$ cat config.mk
export PLATFORM = sky130hd
export DESIGN_NAME = nocOutputPort
export DESIGN_NICKNAME = d
export VERILOG_FILES = /design/src/nocFlitPkg.sv /design/src/nocRouterPkg.sv /design/src/flitCrossbar.sv /design/src/nocOutputPort.sv /design/src/outputArbiter.sv /design/src/portTimer.sv
export SDC_FILE = /design/constraint.sdc
export NUM_CORES = 1
export LEC_CHECK = 0
export ABC_CLOCK_PERIOD_IN_PS = 4600
export BUFFER_PORTS_ARGS = -buffer_cell sky130_fd_sc_hd__buf_2
export CORE_ASPECT_RATIO = 0.7
export CORE_MARGIN = 2
export CORE_UTILIZATION = 50
export CTS_BUF_LIST = sky130_fd_sc_hd__clkbuf_16
export DETAILED_ROUTE_END_ITERATION = 10
export PLACE_DENSITY = 0.77
export REMOVE_ABC_BUFFERS = 1
export SYNTH_ARGS = -nofsm -noshare
export SYNTH_HDL_FRONTEND = slang
export SYNTH_HIERARCHICAL = 1
export SYNTH_SLANG_ARGS = --single-unit
$ cat constraint.sdc
create_clock -name clk -period 4.6 [get_ports clk]
set_input_delay 0.23 -clock clk [delete_from_list [all_inputs] [get_ports clk]]
set_output_delay 0.23 -clock clk [all_outputs]
set_load 0.03 [all_outputs]
$ cat src/nocFlitPkg.sv
package nocFlitPkg;

  localparam int FlitWidth   = 32;
  localparam int IdWidth     = 3;
  localparam int LengthWidth = 12;
  localparam int DestWidth   = 4;
  localparam int SpareWidth  = FlitWidth - IdWidth - LengthWidth - DestWidth;
  localparam int PayloadWidth = FlitWidth - IdWidth;

  typedef enum logic [IdWidth-1:0] {
    FlitIdle   = 3'd0,
    FlitHeader = 3'd1,
    FlitBody   = 3'd2,
    FlitTail   = 3'd3
  } flitId_t;

  // Header word carries the hold length for the arbiter
  typedef struct packed {
    flitId_t                id;
    logic [LengthWidth-1:0] length;
    logic [DestWidth-1:0]   dest;
    logic [SpareWidth-1:0]  spare;
  } flitHeader_t;

  typedef struct packed {
    flitId_t                 id;
    logic [PayloadWidth-1:0] payload;
  } flitBody_t;

  // Same id position in both views
  typedef union packed {
    flitHeader_t header;
    flitBody_t   body;
  } flit_t;

endpackage

$ cat src/nocRouterPkg.sv
package nocRouterPkg;

  localparam int NumPorts = 5;

  // Input port indices in rotation order
  localparam int PortL = 0;
  localparam int PortN = 1;
  localparam int PortE = 2;
  localparam int PortW = 3;
  localparam int PortS = 4;

  // One-hot grant state with idle in bit 0 and port i in bit i+1
  typedef enum logic [NumPorts:0] {
    GrantIdle = 6'b000001,
    GrantL    = 6'b000010,
    GrantN    = 6'b000100,
    GrantE    = 6'b001000,
    GrantW    = 6'b010000,
    GrantS    = 6'b100000
  } grantState_t;

endpackage

$ cat src/flitCrossbar.sv
`timescale 1ns/100ps

module flitCrossbar
  import nocFlitPkg::*;
  import nocRouterPkg::*;
(
  input  logic                clk,
  input  logic                rst,
  input  flit_t               lFlit,
  input  flit_t               nFlit,
  input  flit_t               eFlit,
  input  flit_t               wFlit,
  input  flit_t               sFlit,
  input  logic [NumPorts-1:0] reqs,
  input  grantState_t         grant,
  output flit_t               outFlit,
  output logic                outValid,
  output logic [NumPorts-1:0] outPort
);

  logic [NumPorts-1:0]  hit;  // Granted and still requesting
  logic [FlitWidth-1:0] selFlit;

  assign hit = grant[NumPorts:1] & reqs;

  // AND-OR mux over a one-hot or zero hit
  assign selFlit = ({FlitWidth{hit[PortL]}} & lFlit)
                 | ({FlitWidth{hit[PortN]}} & nFlit)
                 | ({FlitWidth{hit[PortE]}} & eFlit)
                 | ({FlitWidth{hit[PortW]}} & wFlit)
                 | ({FlitWidth{hit[PortS]}} & sFlit);

  always_ff @(posedge clk)
  begin
    if (rst)
    begin
      outValid <= 1'b0;
      outPort  <= '0;
    end
    else
    begin
      outValid <= |hit;
      outPort  <= hit;  // Source tag
    end
  end

  always_ff @(posedge clk)
  begin
    if (|hit)
      outFlit <= selFlit;
  end

  aPortTagOneHot: assert property (
    @(posedge clk) disable iff (rst)
    outValid |-> $onehot(outPort)
  );

endmodule

$ cat src/nocOutputPort.sv
`timescale 1ns/100ps

module nocOutputPort
  import nocFlitPkg::*;
  import nocRouterPkg::*;
(
  input  logic                clk,
  input  logic                rst,
  input  flit_t               lFlit,
  input  flit_t               nFlit,
  input  flit_t               eFlit,
  input  flit_t               wFlit,
  input  flit_t               sFlit,
  input  logic                lReq,
  input  logic                nReq,
  input  logic                eReq,
  input  logic                wReq,
  input  logic                sReq,
  output grantState_t         grant,
  output flit_t               outFlit,
  output logic                outValid,
  output logic [NumPorts-1:0] outPort
);

  logic [NumPorts-1:0] reqs;
  logic [NumPorts-1:0] timesUp;
  logic [NumPorts-1:0] run;
  logic                tL, tN, tE, tW, tS;
  logic                runL, runN, runE, runW, runS;

  assign reqs[PortL] = lReq;
  assign reqs[PortN] = nReq;
  assign reqs[PortE] = eReq;
  assign reqs[PortW] = wReq;
  assign reqs[PortS] = sReq;

  assign timesUp[PortL] = tL;
  assign timesUp[PortN] = tN;
  assign timesUp[PortE] = tE;
  assign timesUp[PortW] = tW;
  assign timesUp[PortS] = tS;

  assign runL = run[PortL];
  assign runN = run[PortN];
  assign runE = run[PortE];
  assign runW = run[PortW];
  assign runS = run[PortS];

  // One hold timer per input
  portTimer i_timerL (.clk(clk), .rst(rst), .flit(lFlit), .run(runL), .timesUp(tL));
  portTimer i_timerN (.clk(clk), .rst(rst), .flit(nFlit), .run(runN), .timesUp(tN));
  portTimer i_timerE (.clk(clk), .rst(rst), .flit(eFlit), .run(runE), .timesUp(tE));
  portTimer i_timerW (.clk(clk), .rst(rst), .flit(wFlit), .run(runW), .timesUp(tW));
  portTimer i_timerS (.clk(clk), .rst(rst), .flit(sFlit), .run(runS), .timesUp(tS));

  outputArbiter i_arbiter (
    .clk     (clk),
    .rst     (rst),
    .reqs    (reqs),
    .timesUp (timesUp),
    .grant   (grant),
    .run     (run)
  );

  flitCrossbar i_crossbar (
    .clk      (clk),
    .rst      (rst),
    .lFlit    (lFlit),
    .nFlit    (nFlit),
    .eFlit    (eFlit),
    .wFlit    (wFlit),
    .sFlit    (sFlit),
    .reqs     (reqs),
    .grant    (grant),
    .outFlit  (outFlit),
    .outValid (outValid),
    .outPort  (outPort)
  );

endmodule

$ cat src/outputArbiter.sv
`timescale 1ns/100ps

module outputArbiter
  import nocRouterPkg::*;
(
  input  logic                clk,
  input  logic                rst,
  input  logic [NumPorts-1:0] reqs,
  input  logic [NumPorts-1:0] timesUp,
  output grantState_t         grant,
  output logic [NumPorts-1:0] run
);

  grantState_t nextGrant;
  int          curPort;  // Port that owns the grant
  logic        holding;

  // First requester among span ports from port start with wraparound
  function automatic grantState_t rotatePick(
    input int                  start,
    input int                  span,
    input logic [NumPorts-1:0] req
  );
    grantState_t pick;
    logic        found;
    int          idx;
    int          k;
    pick  = GrantIdle;
    found = 1'b0;
    for (k = 0; k < NumPorts; k++)
    begin
      idx = (start + k) % NumPorts;
      if (!found && (k < span) && req[idx])
      begin
        pick  = grantState_t'((NumPorts + 1)'(1) << (idx + 1));
        found = 1'b1;
      end
    end
    return pick;
  endfunction

  // Grant state to port index
  always_comb
  begin
    holding = 1'b1;
    curPort = PortL;
    case (grant)
      GrantL:  curPort = PortL;
      GrantN:  curPort = PortN;
      GrantE:  curPort = PortE;
      GrantW:  curPort = PortW;
      GrantS:  curPort = PortS;
      default: holding = 1'b0;  // Idle
    endcase
  end

  always_comb
  begin
    run = '0;
    if (!holding)
      nextGrant = rotatePick(PortL, NumPorts, reqs);  // Fixed order from idle
    else if (reqs[curPort] && !timesUp[curPort])
    begin
      run[curPort] = 1'b1;
      nextGrant    = grant;
    end
    else
    begin
      // Current port left out so a lone timed-out port sees idle first
      nextGrant = rotatePick(curPort + 1, NumPorts - 1, reqs);
    end
  end

  always_ff @(posedge clk)
  begin
    if (rst)
      grant <= GrantIdle;
    else
      grant <= nextGrant;
  end

  aGrantOneHot: assert property (
    @(posedge clk) disable iff (rst)
    $onehot(grant)
  );

endmodule

$ cat src/portTimer.sv
`timescale 1ns/100ps

module portTimer
  import nocFlitPkg::*;
(
  input  logic  clk,
  input  logic  rst,
  input  flit_t flit,
  input  logic  run,
  output logic  timesUp
);

  logic [LengthWidth-1:0] limit;  // Length of last header seen
  logic [LengthWidth-1:0] count;  // Cycles held so far

  always_ff @(posedge clk)
  begin
    if (rst)
    begin
      limit <= '0;
      count <= '0;
    end
    else
    begin
      if (flit.header.id == FlitHeader)
        limit <= flit.header.length;  // Any header reloads
      if (run)
        count <= count + 1'b1;
      else
        count <= '0;
    end
  end

  // Hold ends once count reaches the header length
  assign timesUp = (count == limit);

  // Arbiter must release run before the count passes the limit
  aCountInRange: assert property (
    @(posedge clk) disable iff (rst)
    run |-> (count <= limit)
  );

endmodule

# Yosys cells after proc, flatten, opt, wreduce, memory -nomap -nowiden
# Cells that the tools add are included.
# totals
ff_bits,164
in_bits,167
output_inout_bits,44
elab_cells,148
# classes
addsub,13
n_div,4
magnitude_cmp,6
eq_ne,16
shifts,4
n_mux,52
n_bitwise,15
n_reduce_logical,24
# op_table
cell,count
$add 32x2->32 const B,6
$and 32x32->32,5
$lt 32x5->1 const B,5
$mod 32x4->32 const B,4
$or 32x32->32,4
$shl 1x32->6 const A,4
$add 32x3->32 const B,2
$add 12x1->12 const B,5
$eq 12x12->1,5
$mux 6,7
$ge 32x1->1 const B,1
$mux 1,31
$bmux 1 s3,6
$eq 3x1->1 const B,5
$mux 5,3
$pmux 3 s4,1
$reduce_or 2->1,5
$reduce_or 5->1,2
$logic_and 1x1->1,9
$logic_not 1->1,8
$eq 6x2->1 const B,1
$eq 6x3->1 const B,1
$eq 6x4->1 const B,1
$eq 6x5->1 const B,1
other kinds (8),12

# Longest topological paths before layout
# depth
depth_word,25
mapped_depth,22

# Cells and area by module
# Netlist, hierarchy kept.
# modules_own_cells
module,n_inst,cells_each,area_per_inst_um2
portTimer,5,113,1073.5
outputArbiter,1,336,2254.7
flitCrossbar,1,168,1973.1

# Worst setup path after synthesis
# OpenSTA, ideal clock, no wires.
# synth_path
path_kind,reg-to-reg
start,register i_arbiter.grant[3]
end,register i_arbiter.grant[1]
arrival_time_ns,4.711
required_ns,4.514
path_slack_ns,-0.196
stages_incl_launch_ff,22
n_path_buf,4
period_less_slack_ns,4.796
cell_sequence,dfxtp_1 -> buf_6 -> nor4_4 -> nand2_4 -> buf_2 -> ha_1 -> clkbuf_1 -> and3_1 -> nor2_1 -> ha_1 -> clkbuf_1 -> nor2b_1 -> and2_0 -> xnor2_1 -> inv_1 -> ha_1 -> nand3_1 -> nor2_1 -> mux2_2 -> or3b_4 -> or4b_1 -> a211oi_1
# synth_between
elab_chain_len,25
# synth_rtl
item,line_no,rtl
from (decl),outputArbiter.sv:10,"output grantState_t grant,"
from (signal assigned),outputArbiter.sv:77,grant <= GrantIdle;
from (signal assigned),outputArbiter.sv:79,grant <= nextGrant;
branches (longest 25 deep; another with $add 32x2->32),-,
# Parallel ways; which one is timed is not known. The select of a mux whose other input is x is not followed.
# A chain may end at the register's enable or synchronous reset.

# Worst setup path after layout
# Same ends and word-level chain as after synthesis.

==> flow_metrics.tcl <==
set metrics [dict create \
    clk_latency_ns 0.43 \
    grt_pass1_wl_um 44900 \
    drt_first_iter_violations 936 \
    clockBufferDepth 2 \
    cp_max_fo 9 \
    grt_pass1_vias 8271 \
    synth-seq-cells 164 \
    instances_no_fill 1532 \
    grt_max_degree 35 \
    dieArea_um2 20300 \
    yosys-top-cells-count "dfxtp_1, nor2_1, nand2_1" \
    grt_use_met2_pct 45.4 \
    utilization_pct 61.1 \
    cts_root_buf "clkbuf_16" \
    cp_cell_sequence "nor4_4 > nand2_4 > ha_1 > ha_1 > inv_1 > and3_4 > a311o_2 > a211o_1 > a21o_1 > a211o_2 > or3b_4 > or4b_1 > a211oi_1" \
    wl_per_cell_um 19.4 \
    multiInputGateArea_um2 5540 \
    max_stage_delay_ns 0.48 \
    cts_inserted_buffers 17 \
    synth_area_leaders "dfxtp_1, edfxtp_1, mux2i_1" \
    yosysTopAreaCell "dfxtp_1" \
    start_kind "flop" \
    gr-usage-all-layers_pct 28.7 \
    rsz0062_at_grt "false" \
    drcViolationCount 0 \
    wl_um 29800 \
    peakVddDrop_v 0.000242 \
    top_usage_layer "met2" \
    cts_sinks 164 \
    rows 42 \
    ys_async_sr_fraction_pct 0 \
    die-width_um 170 \
    worstPathBufferInverterCount 1 \
    avgSynthCellArea_um2 8.98 \
    yosysWarnings 6 \
    die_y_um 120 \
    cap_violations 0 \
    seq_area_frac_synth_pct 37.6 \
    core_area_um2 18900 \
    skew_ns 0.0143 \
    setup-violations-final 0 \
    grtUsageMet1_pct 38.8 \
    pwr_density_cell_nw_per_um2 460 \
    critPathTopFamily "simple AND/OR/NAND/NOR gates" \
    final_hold_viol_count 0 \
    maxSlewHeadroom_pct 15.3 \
    htreeDepth 4 \
    hold_depth 3 \
    tightest_slew_ns 1.27 \
    hpwl_um 22800 \
    tritoncts "yes" \
    nFillCells 1678 \
    fin_nets 1461 \
    cp_num_cells 13 \
    antenna_left 0 \
    crit_top_cell "ha_1" \
    place_inst 1496 \
    crit_arrival_ns 4.73 \
    register_area_um2 3600 \
    syn2layout_area_growth_pct 20.1 \
    outcome "finished, final reports clean" \
    slew_violations 0 \
    slowest_stage "or4b_1" \
    path_class "flop to flop" \
    syn_area_um2 9600 \
    grt_use_met3_pct 5.47 \
    yosys.cell_types.count 75 \
    num_vias 9134 \
    yosysMostFrequentCell "dfxtp_1" \
    drtPass1Iterations 7 \
    max_freq_ghz 0.227 \
    clk_pin_slew_ns 0.07 \
    synth_top_area_share_pct 27.5 \
    synth-main-ff-cell "dfxtp_1" \
    holdWs_ns 0.0598 \
    rr_worst_depth 13 \
    min_period_ns 4.40 \
    antenna_found_initial 1 \
    grt_overflow 0 \
    gp_congestion 0.991 \
    viasPerCell 5.96 \
    crit_path_end_kind "flop" \
    syn_inst 1069 \
    holdCritPathClass "input pin to flop" \
    ctsHoldBuffers 0 \
    drive_gt1_share_pct 25.1 \
    synth_edf_count 32 \
    start_util_pct 50.9 \
    min_period_over_period_pct 95.6 \
    port-buffer-count 210 \
    crit_required_ns 4.94 \
    num_io_pins 211 \
    cellLeakagePower_nw 4.47 \
]
-- flip-flops by register name (all words and copies together) (netlist names), 5 cells and up --
name,flops
i_crossbar/outFlit,32
i_timerE/count,12
i_timerE/limit,12
i_timerL/count,12
i_timerL/limit,12
i_timerN/count,12
i_timerN/limit,12
i_timerS/count,12
i_timerS/limit,12
i_timerW/count,12
i_timerW/limit,12
i_arbiter/grant,6
i_crossbar/outPort,5
-- worst paths after layout --
check                                         from                 end  slack, ns
worst max-delay path            i_arbiter/grant[3]  i_arbiter/grant[1]       0.20
worst min-delay path                     lFlit[28]  i_timerL/limit[11]       0.06
worst max register to register  i_arbiter/grant[3]  i_arbiter/grant[1]       0.20
worst min register to register  i_timerL/count[11]  i_timerL/count[11]       0.48
-- power breakdown --
group / total (mW) / leakage (nW) / internal [mW] / switching, mW
clock network: 1.43 / 0.290 / 0.815 / 0.618
registers: 1.77 / 1.38 / 1.68 / 0.0889
logic: 2.10 / 2.80 / 0.739 / 1.36
-- per-layer routing --
layer | part of all wire, % | up-vias
li1 | - | 4384
met1 | 43 | 4270
met2 | 46 | 437
met3 | 8.6 | 43
met4 | 2.5 | 0
met5 | 0 | -
-- cell usage in the layout, fill, tap and decap left out, types with 12 or more instances in the layout --
cell type and n:
nand3_1 37, nand4_1 25, inv_1 28, and2_1 13
xor2_1 16, ha_1 17, a21oi_1 48, buf_4 41
nand2b_1 13, xnor2_1 74, or3_1 17, nor3_1 28
dfxtp_1 131, clkbuf_16 17, o31ai_1 15, nor2b_1 16
a222oi_1 32, nand2_1 80, a22oi_1 33, o21ai_0 33
buf_2 210, or4_1 12, edfxtp_1 32, nor2_1 111
mux2i_1 70
-- cell type report --
class / instances / share of cell area (%)
Multi-Input combinational cell: 813 / 48.1
Clock buffer: 17 / 3.69
Tap cell: 242 / 2.63
Timing Repair Buffer: 251 / 11.8
Antenna cell: 1 / 0.0217
Sequential cell: 164 / 31.3
Inverter: 29 / 0.988
Clock inverter: 15 / 1.50
-- worst register-to-register path, cell delays in order (launching register included) --
cell and delay (ns):
dfxtp_1 0.41, nor4_4 0.45, nand2_4 0.16, ha_1 0.43, ha_1 0.20, inv_1 0.09
and3_4 0.20, a311o_2 0.41, a211o_1 0.28, a21o_1 0.19, a211o_2 0.34, or3b_4 0.44
or4b_1 0.48, a211oi_1 0.24
-- per-stage QoR --
step	setup slack (ns)	setup TNS [ns]	power (mW)	instance area [µm²]
finish	0.201	0	5.30	11500
global route	0.0105	0	5.56	11500
CTS	0.141	0	5.27	11500
detailed placement	0.175	0	3.84	10900
global placement	0.282	0	3.82	10900
floorplan	-0.464	-1.19	3.13	9260
-- logic make-up (layout without fill, tap and decap cells) --
kind of cell	count (synthesis)	in the layout	share of synthesized area [%]
AO/OA/AOI/OAI	224	224	16.8
XOR/XNOR	92	92	8.79
adder cells (fa/ha/maj)	18	18	2.35
buffers and inverters	92	312	4.73
flip-flops	164	164	37.6
multiplexers	73	73	7.65
other	0	1	0
AND/OR/NAND/NOR	406	406	22.2
-- timing repair --
item,4_1_cts,5_1_grt
buffers inserted,0,3
endpoints found under the setup margin,0,4
gates resized for setup,0,5
Note: power is estimated with default switching activity, not from simulation.
